**src/verilog/dmem_pkg.sv**
```systemverilog
// Data memory bus definitions
package dmem_pkg;

  //////////////////////////////
  // Request payload
  //////////////////////////////

  // One load/store request as it travels from the core to the bus
  // Memory type bit 0 marks bufferable, bit 1 marks cacheable
  typedef struct packed {
    logic [31:0] addr;
    logic        we;
    logic [3:0]  be;
    logic [31:0] wdata;
    logic [1:0]  memtype;
  } obi_data_req_t;

  //////////////////////////////
  // Write buffer FSM
  //////////////////////////////

  // Empty passes requests through, full holds one posted write
  typedef enum logic {
    WBUF_EMPTY,
    WBUF_FULL
  } write_buffer_state_e;

  //////////////////////////////
  // Outstanding limit
  //////////////////////////////

  // Granted transactions that may wait for a response at once
  localparam int MAX_OUTSTANDING = 2;

  // Width of the outstanding counter
  // Must hold the value MAX_OUTSTANDING
  localparam int OUTSTANDING_W = 2;

endpackage

```
**src/verilog/pma_pkg.sv**
```systemverilog
// Physical memory attribute table
package pma_pkg;

  //////////////////////////////
  // Region description
  //////////////////////////////

  // An address hits a region when (addr & mask) == base
  typedef struct packed {
    logic [31:0] base;
    logic [31:0] mask;
    logic [1:0]  memtype;
  } pma_region_t;

  localparam int PMA_NUM_REGIONS = 3;

  //////////////////////////////
  // Region table
  //////////////////////////////

  // Lower index wins when regions overlap
  // Code: cacheable only
  // RAM: bufferable and cacheable
  // I/O: neither
  localparam pma_region_t PMA_REGIONS [0:PMA_NUM_REGIONS-1] = '{
    '{base: 32'h0000_0000, mask: 32'hFFFF_0000, memtype: 2'b10},
    '{base: 32'h1000_0000, mask: 32'hFFFF_0000, memtype: 2'b11},
    '{base: 32'h2000_0000, mask: 32'hFFFF_0000, memtype: 2'b00}
  };

  // Unmapped addresses are neither bufferable nor cacheable
  localparam logic [1:0] PMA_DEFAULT_MEMTYPE = 2'b00;

endpackage
```
**src/verilog/dmem_obi_limiter.sv**
```systemverilog
// Outstanding transaction limiter
module dmem_obi_limiter (
  input  logic                   clk,
  input  logic                   rst_n,

  // Upstream, from the write buffer
  input  logic                   valid_i,
  input  dmem_pkg::obi_data_req_t trans_i,
  output logic                   ready_o,

  // OBI address phase
  output logic                   obi_req_o,
  output logic [31:0]            obi_addr_o,
  output logic                   obi_we_o,
  output logic [3:0]             obi_be_o,
  output logic [31:0]            obi_wdata_o,
  output logic [1:0]             obi_memtype_o,
  input  logic                   obi_gnt_i,

  // OBI response phase, only counted here
  input  logic                   obi_rvalid_i
);

  logic [dmem_pkg::OUTSTANDING_W-1:0] count;
  logic                               below_limit;
  logic                               issue;

  //////////////////////////////
  // Outstanding count
  //////////////////////////////

  assign below_limit = count < dmem_pkg::OUTSTANDING_W'(dmem_pkg::MAX_OUTSTANDING);

  // Address phase completes on req and gnt together
  assign issue = obi_req_o && obi_gnt_i;

  // Grant and response in the same cycle cancel out
  always_ff @(posedge clk or negedge rst_n) begin
    if (!rst_n) begin
      count <= '0;
    end else if (issue && !obi_rvalid_i) begin
      count <= count + 1'b1;
    end else if (!issue && obi_rvalid_i) begin
      count <= count - 1'b1;
    end
  end

  //////////////////////////////
  // Bus outputs
  //////////////////////////////

  // At the limit the request is hidden from the bus
  assign obi_req_o = valid_i && below_limit;
  assign ready_o   = obi_gnt_i && below_limit;

  assign obi_addr_o    = trans_i.addr;
  assign obi_we_o      = trans_i.we;
  assign obi_be_o      = trans_i.be;
  assign obi_wdata_o   = trans_i.wdata;
  assign obi_memtype_o = trans_i.memtype;

endmodule

```
**src/verilog/dmem_pma.sv**
```systemverilog
// Memory attribute lookup
module dmem_pma (
  // Core request port
  input  logic                   core_req_i,
  input  logic [31:0]            core_addr_i,
  input  logic                   core_we_i,
  input  logic [3:0]             core_be_i,
  input  logic [31:0]            core_wdata_i,
  output logic                   core_gnt_o,

  // Tagged request towards the write buffer
  output logic                   valid_o,
  output dmem_pkg::obi_data_req_t trans_o,
  input  logic                   ready_i
);

  logic [1:0] memtype;
  logic       hit;

  //////////////////////////////
  // Region lookup
  //////////////////////////////

  // First matching region supplies the memory type
  always_comb begin
    memtype = pma_pkg::PMA_DEFAULT_MEMTYPE;
    hit     = 1'b0;
    for (int i = 0; i < pma_pkg::PMA_NUM_REGIONS; i++) begin
      if (!hit && ((core_addr_i & pma_pkg::PMA_REGIONS[i].mask) ==
                   pma_pkg::PMA_REGIONS[i].base)) begin
        memtype = pma_pkg::PMA_REGIONS[i].memtype;
        hit     = 1'b1;
      end
    end
  end

  //////////////////////////////
  // Outputs
  //////////////////////////////

  // Pack the core fields together with the looked-up type
  always_comb begin
    trans_o.addr    = core_addr_i;
    trans_o.we      = core_we_i;
    trans_o.be      = core_be_i;
    trans_o.wdata   = core_wdata_i;
    trans_o.memtype = memtype;
  end

  // Handshake is untouched by the lookup
  assign valid_o    = core_req_i;
  assign core_gnt_o = ready_i;

endmodule

```
**src/verilog/dmem_subsys.sv**
```systemverilog
// Data memory subsystem top
module dmem_subsys (
  input  logic        clk,
  input  logic        rst_n,

  // Core side
  input  logic        core_req_i,
  input  logic [31:0] core_addr_i,
  input  logic        core_we_i,
  input  logic [3:0]  core_be_i,
  input  logic [31:0] core_wdata_i,
  output logic        core_gnt_o,
  output logic        core_rvalid_o,
  output logic [31:0] core_rdata_o,
  output logic        core_err_o,

  // Bus side
  output logic        obi_req_o,
  output logic [31:0] obi_addr_o,
  output logic        obi_we_o,
  output logic [3:0]  obi_be_o,
  output logic [31:0] obi_wdata_o,
  output logic [1:0]  obi_memtype_o,
  input  logic        obi_gnt_i,
  input  logic        obi_rvalid_i,
  input  logic [31:0] obi_rdata_i,
  input  logic        obi_err_i
);

  // Lookup to buffer
  logic                    pma_valid;
  dmem_pkg::obi_data_req_t pma_trans;
  logic                    pma_ready;

  // Buffer to limiter
  logic                    wbuf_valid;
  dmem_pkg::obi_data_req_t wbuf_trans;
  logic                    wbuf_ready;

  //////////////////////////////
  // Request path
  //////////////////////////////

  dmem_pma pma_i (
    .core_req_i   (core_req_i),
    .core_addr_i  (core_addr_i),
    .core_we_i    (core_we_i),
    .core_be_i    (core_be_i),
    .core_wdata_i (core_wdata_i),
    .core_gnt_o   (core_gnt_o),
    .valid_o      (pma_valid),
    .trans_o      (pma_trans),
    .ready_i      (pma_ready)
  );

  dmem_write_buffer write_buffer_i (
    .clk     (clk),
    .rst_n   (rst_n),
    .valid_i (pma_valid),
    .trans_i (pma_trans),
    .ready_o (pma_ready),
    .valid_o (wbuf_valid),
    .trans_o (wbuf_trans),
    .ready_i (wbuf_ready)
  );

  dmem_obi_limiter limiter_i (
    .clk           (clk),
    .rst_n         (rst_n),
    .valid_i       (wbuf_valid),
    .trans_i       (wbuf_trans),
    .ready_o       (wbuf_ready),
    .obi_req_o     (obi_req_o),
    .obi_addr_o    (obi_addr_o),
    .obi_we_o      (obi_we_o),
    .obi_be_o      (obi_be_o),
    .obi_wdata_o   (obi_wdata_o),
    .obi_memtype_o (obi_memtype_o),
    .obi_gnt_i     (obi_gnt_i),
    .obi_rvalid_i  (obi_rvalid_i)
  );

  //////////////////////////////
  // Response path
  //////////////////////////////

  // Responses return in order, nothing to reorder or hold
  assign core_rvalid_o = obi_rvalid_i;
  assign core_rdata_o  = obi_rdata_i;
  assign core_err_o    = obi_err_i;

endmodule

```
**src/verilog/dmem_write_buffer.sv**
```systemverilog
// Single-entry write buffer
module dmem_write_buffer (
  input  logic                   clk,
  input  logic                   rst_n,

  // Upstream, from the attribute lookup
  input  logic                   valid_i,
  input  dmem_pkg::obi_data_req_t trans_i,
  output logic                   ready_o,

  // Downstream, towards the outstanding limiter
  output logic                   valid_o,
  output dmem_pkg::obi_data_req_t trans_o,
  input  logic                   ready_i
);

  dmem_pkg::write_buffer_state_e state;
  dmem_pkg::write_buffer_state_e next_state;
  dmem_pkg::obi_data_req_t       trans_q;
  logic                          push;
  logic                          bufferable;

  // Only writes to bufferable memory may be posted
  // Reads always wait for the bus so ordering stays simple
  assign bufferable = trans_i.memtype[0] && trans_i.we;

  //////////////////////////////
  // FSM
  //////////////////////////////

  always_ff @(posedge clk or negedge rst_n) begin
    if (!rst_n) begin
      state <= dmem_pkg::WBUF_EMPTY;
    end else begin
      state <= next_state;
    end
  end

  always_comb begin
    next_state = state;
    push       = 1'b0;
    case (state)
      dmem_pkg::WBUF_EMPTY: begin
        // Bus refuses a posted write, so keep it here
        if (valid_i && bufferable && !ready_i) begin
          next_state = dmem_pkg::WBUF_FULL;
          push       = 1'b1;
        end
      end
      dmem_pkg::WBUF_FULL: begin
        // Held entry leaves on a downstream ready
        if (ready_i) begin
          if (valid_i && bufferable) begin
            // Next posted write takes the freed slot
            push = 1'b1;
          end else begin
            next_state = dmem_pkg::WBUF_EMPTY;
          end
        end
      end
      default: begin
        next_state = dmem_pkg::WBUF_EMPTY;
      end
    endcase
  end

  //////////////////////////////
  // Entry storage
  //////////////////////////////

  always_ff @(posedge clk) begin
    if (push) begin
      trans_q <= trans_i;
    end
  end

  //////////////////////////////
  // Outputs
  //////////////////////////////

  // Full: a posted write is taken only when the held one drains
  // Empty: posted writes always taken, others need the bus
  assign ready_o = (state == dmem_pkg::WBUF_FULL) ? (bufferable && ready_i)
                                                  : (bufferable || ready_i);

  // Held entry has priority on the bus
  assign valid_o = (state == dmem_pkg::WBUF_FULL) || valid_i;
  assign trans_o = (state == dmem_pkg::WBUF_FULL) ? trans_q : trans_i;

endmodule

```
**config.mk**
```make
export PLATFORM = sky130hd
export DESIGN_NAME = dmem_subsys
export DESIGN_NICKNAME = d
export VERILOG_FILES = /design/src/verilog/dmem_pkg.sv /design/src/verilog/pma_pkg.sv /design/src/verilog/dmem_obi_limiter.sv /design/src/verilog/dmem_pma.sv /design/src/verilog/dmem_subsys.sv /design/src/verilog/dmem_write_buffer.sv
export SDC_FILE = /design/constraint.sdc
export NUM_CORES = 1
export LEC_CHECK = 0
export BUFFER_PORTS_ARGS = -buffer_cell sky130_fd_sc_hd__buf_2
export CAP_MARGIN = 10
export CORE_MARGIN = 5
export CORE_UTILIZATION = 45
export CTS_BUF_LIST = sky130_fd_sc_hd__clkbuf_4 sky130_fd_sc_hd__clkbuf_8
export CTS_CLUSTER_SIZE = 16
export DETAILED_ROUTE_END_ITERATION = 10
export GPL_ROUTABILITY_DRIVEN = 1
export PLACE_DENSITY_LB_ADDON = 0.3
export SYNTH_ARGS = -nofsm -noshare
export SYNTH_HDL_FRONTEND = slang
export SYNTH_SLANG_ARGS = --single-unit
```
**constraint.sdc**
```tcl
create_clock -name clk -period 6.54 [get_ports clk]
set_input_delay 0.327 -clock clk [delete_from_list [all_inputs] [get_ports clk]]
set_output_delay 0.327 -clock clk [all_outputs]
set_load 0.05 [all_outputs]
```
==> flow_summary_export.csv, run 1 <==
group,metric,value,unit
synthesis,synth_cells,221,
setup_path,critPathCaptureType,"flip-flop",
route,route.met3.wl,518,um
clock_tree,htreeDepth,3,
synthesis,ys.flop_type,"edfxtp_1",
route,antenna_left,0,
layout,final_nets,447,
sta,hold_viol,0,
sta,timing.final.crit_share,0.3833,
setup_path,worst_ep_arrival_time,2.46,ns
floorplanning,io_pins,214,
route,drtIter0Drc,71,
global_route,grt_use_total,0.1479,
synthesis,yosysMostFrequentCell,"edfxtp_1",
synthesis,ys_warn_count,0,
clock_tree,cts.clk_slew.worst_paths,0.07,ns
synthesis,syn_nets,329,
route,via_per_inst,4.818,
placed_design,hpwlAfterDp,5.191,mm
synthesis,synth.top_cells.by_count,"71 x edfxtp_1, 68 x mux2_2, 34 x buf_4",
floorplanning,core-area,0.007647,mm^2
synthesis,ys_seq_area_frac,0.6318,
global_route,grt_pass1_vias,2278,
synthesis,synth_area,0.003493,mm^2
sta,tightestPinTransition,0.9325,ns
setup_path,critPathKind,"input port to flip-flop",
clock_tree,tritoncts,"yes",
synthesis,yosysUniqueCellTypes,25,
setup_path,r2r_cells,4,
floorplanning,row_count,32,
layout,areaGrowthSynthToFinish,23.21,%
setup_path,cp.required,6.50,ns
setup_path,max_stage_delay,0.66,ns
synthesis,avgSynthCellArea,15.81,um^2
layout,drive_above_1_share,0.6822,
route,drt_pass1_iterations,4,
clock_tree,cts_setup_buffers,0,
sta,setup_viol,0,
worst_hold_path,min_to,"write_buffer_i.trans_q[28]",
sta,grt_setup_unrepaired,"no",
setup_path,path_max_fanout,57,
route,topRoutingLayerUsed,"met4",
sta,fmax,0.3989,GHz
setup_path,cp_cell_sequence,"buf_2 > or4_1 > nor2_1 > nand3_1 > nor2_4 > buf_4",
route,wl_met1,2.759,mm
clock_tree,clk_latency,0.33,ns
route,postRouteWirelength,7.103,mm
setup_path,worst_path_max_delay_cell,"buf_4",
synthesis,async_flop_share,0.04054,
placed_design,routabilityCongestion,0.7189,
setup_path,r2r_slack,4.36,ns
floorplanning,die_h,98.11,um
worst_hold_path,holdCritStartpoint,"core_wdata_i[26]",
sta,slew_viol_final,0,
global_route,grt_overflow,0,
worst_hold_path,hold_class,"input port to flip-flop",
global_route,antenna_found_initial,0,
clock_tree,cts_buffer_depth,2,
synthesis,synth_seq_cells,74,
setup_path,r2r-start,"limiter_i.count[1]",
synthesis,synth_edf_count,71,
clock_tree,cts_buffers,9,
pwr,p_leak,1.713,nW
clock_tree,cts.sinks,74,
clock_tree,cts_root_buffer,"clkbuf_8",
floorplanning,die-area,0.009625,mm^2
pwr,pwr_density_cell,253.9,mW/mm^2
clock_tree,cts.repair.resized,0,
outcome,outcome,"complete, no violations",
global_route,grt_first_pass_wirelength,11.32,mm
layout,diodes,0,
setup_path,startpoint_type,"input port",
sta,min_period,2.507,ns
flow_run,maxCapViolations,0,
sta,fin_setup_tns,0,ns
layout,final_core_util,0.5628,
placed_design,io_buffers,147,
synthesis,synth_largest_area_cell,"edfxtp_1",
global_route,grt_max_degree,78,
sta,max_slew_margin,0.3783,
worst_hold_path,min_path_cells,1,
setup_path,r2r-end,"write_buffer_i.trans_q[15]",
sta,finClkSkew,0.005559,ns
synthesis,synth.area.top_cells,"edfxtp_1 61%, mux2_2 22%, buf_4 7.3%",
floorplanning,start_util,0.4568,
synthesis,synth_top_area_share,0.6103,
route,drc,0,
route,wl_per_cell,15.96,um
pwr,irDropWorstVdd,129.6,uV
route,wl_met2,3.700,mm
route,num_vias,2144,
floorplanning,dieWidth,98.11,um
## timing repair
action / in CTS / in global routing
hold buffers: 1 / 0
endpoints found under the setup margin: 0 / 0
endpoints found under the hold margin: 3 / 0
## state kept, by name (all words and copies together), names as in the netlist
register / count
limiter_i.count: 2
write_buffer_i.trans_q: 71
write_buffer_i.state: 1
## cell type report
| type | instances | area, um^2 |
|---|---|---|
| clock buffer | 9 | 123.9 |
| clock inverter | 6 | 81.33 |
| fill | 660 | 3343 |
| inverter | 5 | 18.77 |
| multi-input combinational | 99 | 983.4 |
| sequential | 74 | 2208 |
| tap | 102 | 127.6 |
| timing repair buffer | 150 | 760.7 |
## worst max-delay path: cells and delay by family
kind	cells	cell delay (ns)
AND/OR/NAND/NOR	4	1.34
buffers and inverters	2	0.77
## worst max-delay path by stage
stage | startpoint | end | slack (ns) | cells after the start
after detailed placement | core_addr_i[27] | write_buffer_i.trans_q[45] | 3.66 | 6
after floorplan | core_addr_i[27] | write_buffer_i.trans_q[0] | 1.86 | 4
final | core_addr_i[22] | write_buffer_i.trans_q[15] | 4.03 | 6
after CTS | core_addr_i[27] | write_buffer_i.trans_q[15] | 4.03 | 6
after global placement | core_addr_i[22] | write_buffer_i.trans_q[34] | 3.71 | 6
after global routing | core_addr_i[22] | write_buffer_i.trans_q[19] | 3.84 | 6
## per-stage QoR
stage / area (um^2) / setup WS, ns / std cells / hold slack (ns) / power [mW]
final: 4304 / 4.033 / 445 / 0.1835 / 1.093
after global routing: 4304 / 3.835 / 445 / 0.1572 / 1.142
after CTS: 4304 / 4.027 / 445 / 0.1582 / 1.109
after detailed placement: 4089 / 3.663 / 429 / 0.1298 / 0.7382
after global placement: 4089 / 3.710 / 429 / 0.1275 / 0.7366
after floorplan: 3493 / 1.864 / 221 / 0.03141 / 0.7332
## cells in the final DEF, fill, tap and decap left out, types with 2 or more instances in the layout
master,count
buf_4,2
and4_1,2
xor2_1,2
o21ai_0,2
edfxtp_1,71
bufinv_16,2
clkinv_1,2
nand2_1,4
xnor2_1,2
buf_2,147
nor2_1,6
mux2_2,68
clkbuf_8,9
or4_1,2
dfrtp_1,2
inv_1,5
## metal layers
layer,global-route usage,vias to the layer above
li1,-,1028
met1,0.1689,1017
met2,0.2534,84
met3,0.04000,15
met4,0.07668,0
met5,0,-
## cells by family (layout without fill, tap and decap cells)
logic type               count (synthesis)  in the layout  share of synthesized area
AND/OR/NAND/NOR                         20             20                    0.03546
buffers and inverters                   48            170                    0.08883
XOR/XNOR                                 4              4                    0.01003
multiplexers                            68             68                     0.2192
AO/OA/AOI/OAI                            5              5                   0.008239
flip-flops                              74             74                     0.6318
adder cells (fa/ha/maj)                  2              2                   0.006447
## power by group
group | switching (mW) | internal (mW) | total [mW] | leakage [nW]
clock network | 0.155 | 0.211 | 0.366 | 0.105
logic | 0.135 | 0.0612 | 0.197 | 0.939
registers | 0.00573 | 0.525 | 0.531 | 0.669
total | 0.296 | 0.797 | 1.09 | 1.71
Note: power is estimated with default switching activity, not from simulation.
==> run 2, diff against run 1 <==
CORE_UTILIZATION = 40   (was 45)
clock period = 2.2 ns   (was 6.54 ns; I/O delays follow)
==> flow_summary_export.csv, run 2 (synthesis gave the netlist of run 1 again) <==
group,metric,value,unit
global_route,grt_max_degree,38,
setup_path,r2r-end,"write_buffer_i.trans_q[52]",
sta,setup_ws,0.2025,ns
layout,nFillCells,698,
clock_tree,cts_root_buffer,"clkbuf_8",
setup_path,r2r_cells,4,
setup_path,path_max_fanout,37,
route,antenna_left,0,
clock_tree,cts_buffers,9,
pwr,pwr_density_cell,665.0,mW/mm^2
sta,setup_viol,0,
placed_design,routabilityCongestion,0.7267,
layout,final_nets,518,
clock_tree,cts.clk_slew.worst_paths,0.08,ns
layout,final_cell_mix,"147 x buf_2, 71 x edfxtp_1, 70 x dlygate4sd3_1, 68 x mux2_2, 9 x clkbuf_8",
setup_path,worst_path_max_delay_cell,"dfrtp_2",
floorplanning,start_util,0.4045,
sta,max_slew_margin,0.7021,
layout,areaGrowthSynthToFinish,44.84,%
sta,hold_viol,0,
setup_path,max_stage_delay,0.48,ns
pwr,internal-power,2.448,mW
sta,min_period,1.997,ns
global_route,use_met3,0.03085,
setup_path,startpoint_type,"flip-flop",
flow_run,maxCapViolations,0,
floorplanning,row_count,34,
global_route,grt_use_total,0.1464,
clock_tree,cts.sinks,74,
clock_tree,clk_latency,0.33,ns
sta,tightestPinTransition,0.4468,ns
setup_path,cp.required,2.09,ns
sta,fmax,0.5006,GHz
global_route,antenna_found_initial,0,
setup_path,r2r_slack,0.66,ns
layout,drive_above_1_share,0.5763,
global_route,top_usage_layer,"met2",
layout,final_core_util,0.5859,
placed_design,hpwlAfterDp,5.386,mm
worst_hold_path,hold_class,"input port to async pin",
outcome,outcome,"complete, no violations",
floorplanning,core-area,0.008636,mm^2
layout,regMostFlops,"write_buffer_i.trans_q",
sta,whs,0.09235,ns
global_route,grt_overflow,0,
pwr,swShare,0.2724,
layout,diodes,0,
sta,timing.final.crit_share,0.9079,
global_route,grt_first_pass_wirelength,11.99,mm
floorplanning,dieWidth,103.5,um
route,num_vias,2423,
route,postRouteWirelength,8.038,mm
route,drt_pass1_iterations,4,
route,wl_per_cell,15.43,um
sta,finClkSkew,0.009021,ns
sta,slew_viol_final,0,
pwr,irDropWorstVdd,424.3,uV
placed_design,pre_cts_ws,0.2045,ns
pwr,power_frac_seq,0.469,
route,drtIter0Drc,86,
route,drc,0,
floorplanning,io_pins,214,
global_route,met1_usage,0.1720,
setup_path,cp_cell_sequence,"buf_4 > mux2_2 > buf_2",
setup_path,worst_ep_arrival_time,1.89,ns
layout,top_regs,"write_buffer_i.trans_q: 71 flops, limiter_i.count: 2 flops, write_buffer_i.state: 1 flops",
sta,grt_setup_unrepaired,"no",
clock_tree,cts_buffer_depth,2,
placed_design,io_buffers,147,
global_route,gr-usage-met2,0.2490,
clock_tree,htreeDepth,3,
clock_tree,tritoncts,"yes",
clock_tree,cts_setup_buffers,0,
setup_path,r2r-start,"limiter_i.count[1]",
route,via_per_inst,4.651,
setup_path,critPathKind,"flip-flop to output port",
layout,largest_reg_flops,71,
pwr,p_leak,2.017,nW
pwr,pwr-share-comb,0.203,
floorplanning,die-area,0.01070,mm^2
pwr,power_switching,0.9165,mW
setup_path,critPathCaptureType,"output port",
global_route,grt_pass1_vias,2517,
layout,layout_commonest_cell,"buf_2",
floorplanning,die_h,103.5,um
pwr,pwr-share-clk,0.328,
run 2: cell count changes in the layout (fill, tap and decap cells not counted), sizes merged:
cell / previous run / this run
dlygate4sd3: 1 / 70
buf: 149 / 151
clkinv: 3 / 2
clkinvlp: 0 / 1
inv: 6 / 5
run 2: how the worst max path moves through the flow:
stage,startpoint,cells past startpoint,slack [ns],end
2_1_floorplan,core_addr_i[27],4,-0.28,write_buffer_i.trans_q[0]
3_3_place_gp,core_addr_i[22],6,0.23,write_buffer_i.trans_q[46]
3_5_place_dp,core_addr_i[22],6,0.20,write_buffer_i.trans_q[46]
4_1_cts,write_buffer_i.state,3,0.18,obi_wdata_o[0]
5_1_grt,core_addr_i[21],6,0.12,obi_memtype_o[0]
6_report,write_buffer_i.state,3,0.20,obi_be_o[0]
run 2: layout make-up:
type	count	area, um^2	share of cell area
Sequential cell	74	2208	0.4364
Tap cell	108	135.1	0.02671
Multi-Input combinational cell	99	988.4	0.1954
Timing Repair Buffer	221	1504	0.2972
Clock inverter	5	81.33	0.01607
Inverter	5	18.77	0.003709
Clock buffer	9	123.9	0.02448
run 2: routing by layer:
metal | up-vias | routed length (um)
li1 | 1170 | -
met1 | 1135 | 3109
met2 | 92 | 4120
met3 | 26 | 591
met4 | 0 | 216
met5 | - | 0
run 2: timing repair:
item                                   in CTS  in global routing
endpoints found under the hold margin      72                  0
resized for setup                           0                  0
setup endpoints to repair                   0                  0
hold buffers                               70                  0
run 2: critical path: cells and delay by family, from the launching register on:
kind | cells | cell delay (ns)
DFF | 1 | 0.48
muxes | 1 | 0.40
buffers and inverters | 2 | 0.64
run 2: metrics by stage:
step	power (mW)	cell area, um^2	std cells	TNS [ns]
final	3.365	5060	521	0
after global routing	3.503	5060	521	0
after global placement	2.189	4154	437	0
after CTS	3.410	5060	521	0
after floorplan	2.183	3510	221	-19.73
after detailed placement	2.194	4154	437	0
run 2: power by group through the flow:
stage               clock network [mW]  registers [mW]  logic [mW]
global placement                     0            1.61       0.580
finish                            1.11            1.58       0.682
detailed placement                   0            1.61       0.586
global route                      1.21            1.58       0.720
floorplan                            0            1.61       0.577
CTS                               1.15            1.58       0.683
==> run 3, diff against run 2 <==
CORE_UTILIZATION = 45   (was 40)
clock period = 2.1 ns   (was 2.2 ns; I/O delays follow)
==> flow_summary_export.csv, run 3 (synthesis gave the netlist of run 1 again) <==
group,metric,value,unit
outcome,outcome,"complete, no violations",
sta,fin_setup_tns,0,ns
route,via_per_inst,4.801,
route,drt_pass1_iterations,4,
floorplanning,row_count,32,
placed_design,hpwlAfterDp,5.149,mm
layout,areaGrowthSynthToFinish,44.52,%
sta,slew_viol_final,0,
placed_design,io_buffers,147,
layout,largest_reg_flops,71,
sta,grt_setup_unrepaired,"no",
flow_run,maxCapViolations,0,
worst_hold_path,hold_class,"input port to async pin",
global_route,grt_use_total,0.1725,
placed_design,placed_cell_area,0.004159,mm^2
global_route,grt_pass1_vias,2624,
route,antenna_left,0,
clock_tree,cts_setup_buffers,0,
setup_path,r2r-start,"limiter_i.count[1]",
route,wl_per_cell,15.84,um
setup_path,critPathCaptureType,"output port",
layout,regMostFlops,"write_buffer_i.trans_q",
clock_tree,cts.repair.resized,0,
layout,layout_commonest_cell,"buf_2",
clock_tree,cts_buffer_depth,2,
sta,fmax,0.5097,GHz
sta,finClkSkew,0.006412,ns
route,postRouteWirelength,8.189,mm
floorplanning,dieWidth,98.11,um
layout,diodes,0,
setup_path,startpoint_type,"input port",
floorplanning,die-area,0.009625,mm^2
global_route,grt_first_pass_wirelength,13.23,mm
layout,fin_cells,517,
sta,min_period,1.962,ns
layout,final_cell_mix,"147 x buf_2, 71 x edfxtp_1, 70 x dlygate4sd3_1, 68 x mux2_2, 9 x clkbuf_8",
clock_tree,cts.clk_slew.worst_paths,0.07,ns
sta,hold_viol,0,
clock_tree,cts.sinks,74,
sta,tightestPinTransition,0.3479,ns
floorplanning,start_util,0.4568,
setup_path,path_max_fanout,4,
route,num_vias,2482,
route,drtIter0Drc,72,
floorplanning,io_pins,214,
sta,max_slew_margin,0.7672,
pwr,p_leak,2.018,nW
placed_design,routabilityCongestion,0.7581,
setup_path,r2r_cells,4,
clock_tree,cts_buffers,9,
clock_tree,clk_latency,0.33,ns
layout,final_nets,518,
sta,setup_viol,0,
pwr,pwr_density_cell,677.2,mW/mm^2
clock_tree,tritoncts,"yes",
setup_path,crit_path_start,"core_addr_i[21]",
placed_design,dp_cells,431,
pwr,irDropWorstVdd,372.0,uV
clock_tree,cts_root_buffer,"clkbuf_8",
layout,fin_area,0.005049,mm^2
global_route,antenna_found_initial,0,
setup_path,r2r_slack,0.54,ns
sta,timing.final.crit_share,0.9343,
layout,top_regs,"write_buffer_i.trans_q: 71 flops, limiter_i.count: 2 flops, write_buffer_i.state: 1 flops",
global_route,grt_overflow,0,
setup_path,critPathKind,"input port to output port",
route,drc,0,
setup_path,worst_ep_arrival_time,1.86,ns
setup_path,crit_path_end,"obi_memtype_o[0]",
layout,drive_above_1_share,0.5783,
floorplanning,die_h,98.11,um
setup_path,cp.required,2.00,ns
setup_path,r2r-end,"write_buffer_i.trans_q[22]",
global_route,grt_max_degree,39,
floorplanning,core-area,0.007647,mm^2
clock_tree,htreeDepth,3,
run 3: changes by cell type in the layout (fill, tap and decap cells not counted), sizes merged:
cell,previous run,this run
clkinv,2,4
bufinv,2,1
clkbuf,9,10
run 3: critical path: stages:
cell           delay (ns)
dlygate4sd3_1        0.53
buf_2                0.14
nor4_4               0.36
nand2_1              0.17
o31ai_1              0.24
buf_2                0.30
run 3: cell type report:
cell class	instances	area (um^2)
Fill cell	553	2599
Sequential cell	74	2208
Timing Repair Buffer	221	1516
Multi-Input combinational cell	99	988.4
Clock buffer	10	131.4
Tap cell	102	127.6
Clock inverter	6	57.56
Inverter	5	18.77
run 3: timing repair:
item                                   CTS  global route
hold buffers                            70             0
setup endpoints to repair                0             0
endpoints found under the hold margin   72             0
run 3: metrics by stage:
step | power (mW) | util | hold WS [ns] | setup slack (ns)
floorplan | 2.287 | - | -0.1906 | -0.3715
global placement | 2.290 | 0.5438 | -0.09481 | 0.1780
finish | 3.419 | 0.6602 | 0.09021 | 0.1379
global route | 3.571 | 0.6602 | 0.09126 | 0.007032
detailed placement | 2.296 | 0.5438 | -0.09264 | 0.1192
CTS | 3.451 | 0.6602 | 0.07576 | 0.1110
run 3: worst min path at each step:
| stage | endpoint | cells after the start | slack, ns | from |
|---|---|---|---|---|
| after detailed placement | limiter_i.count[0] | 1 | -0.09 | rst_n |
| final | limiter_i.count[0] | 2 | 0.09 | rst_n |
| after floorplan | limiter_i.count[0] | 0 | -0.19 | rst_n |
| after global placement | limiter_i.count[0] | 1 | -0.09 | rst_n |
| after global routing | limiter_i.count[0] | 2 | 0.09 | rst_n |
| after CTS | limiter_i.count[0] | 2 | 0.08 | rst_n |
run 3: metal layers:
metal,up-vias,global-route usage,routed length [um]
li1,1173,-,-
met1,1169,0.1967,3201
met2,115,0.2984,4195
met3,25,0.06000,584
met4,0,0.06496,207
met5,-,0,0
run 3: report_power, final:
group | switching (mW) | total [mW] | internal (mW)
Combinational | 0.442 | 0.716 | 0.274
Clock | 0.496 | 1.05 | 0.554
Sequential | 0.0178 | 1.65 | 1.63
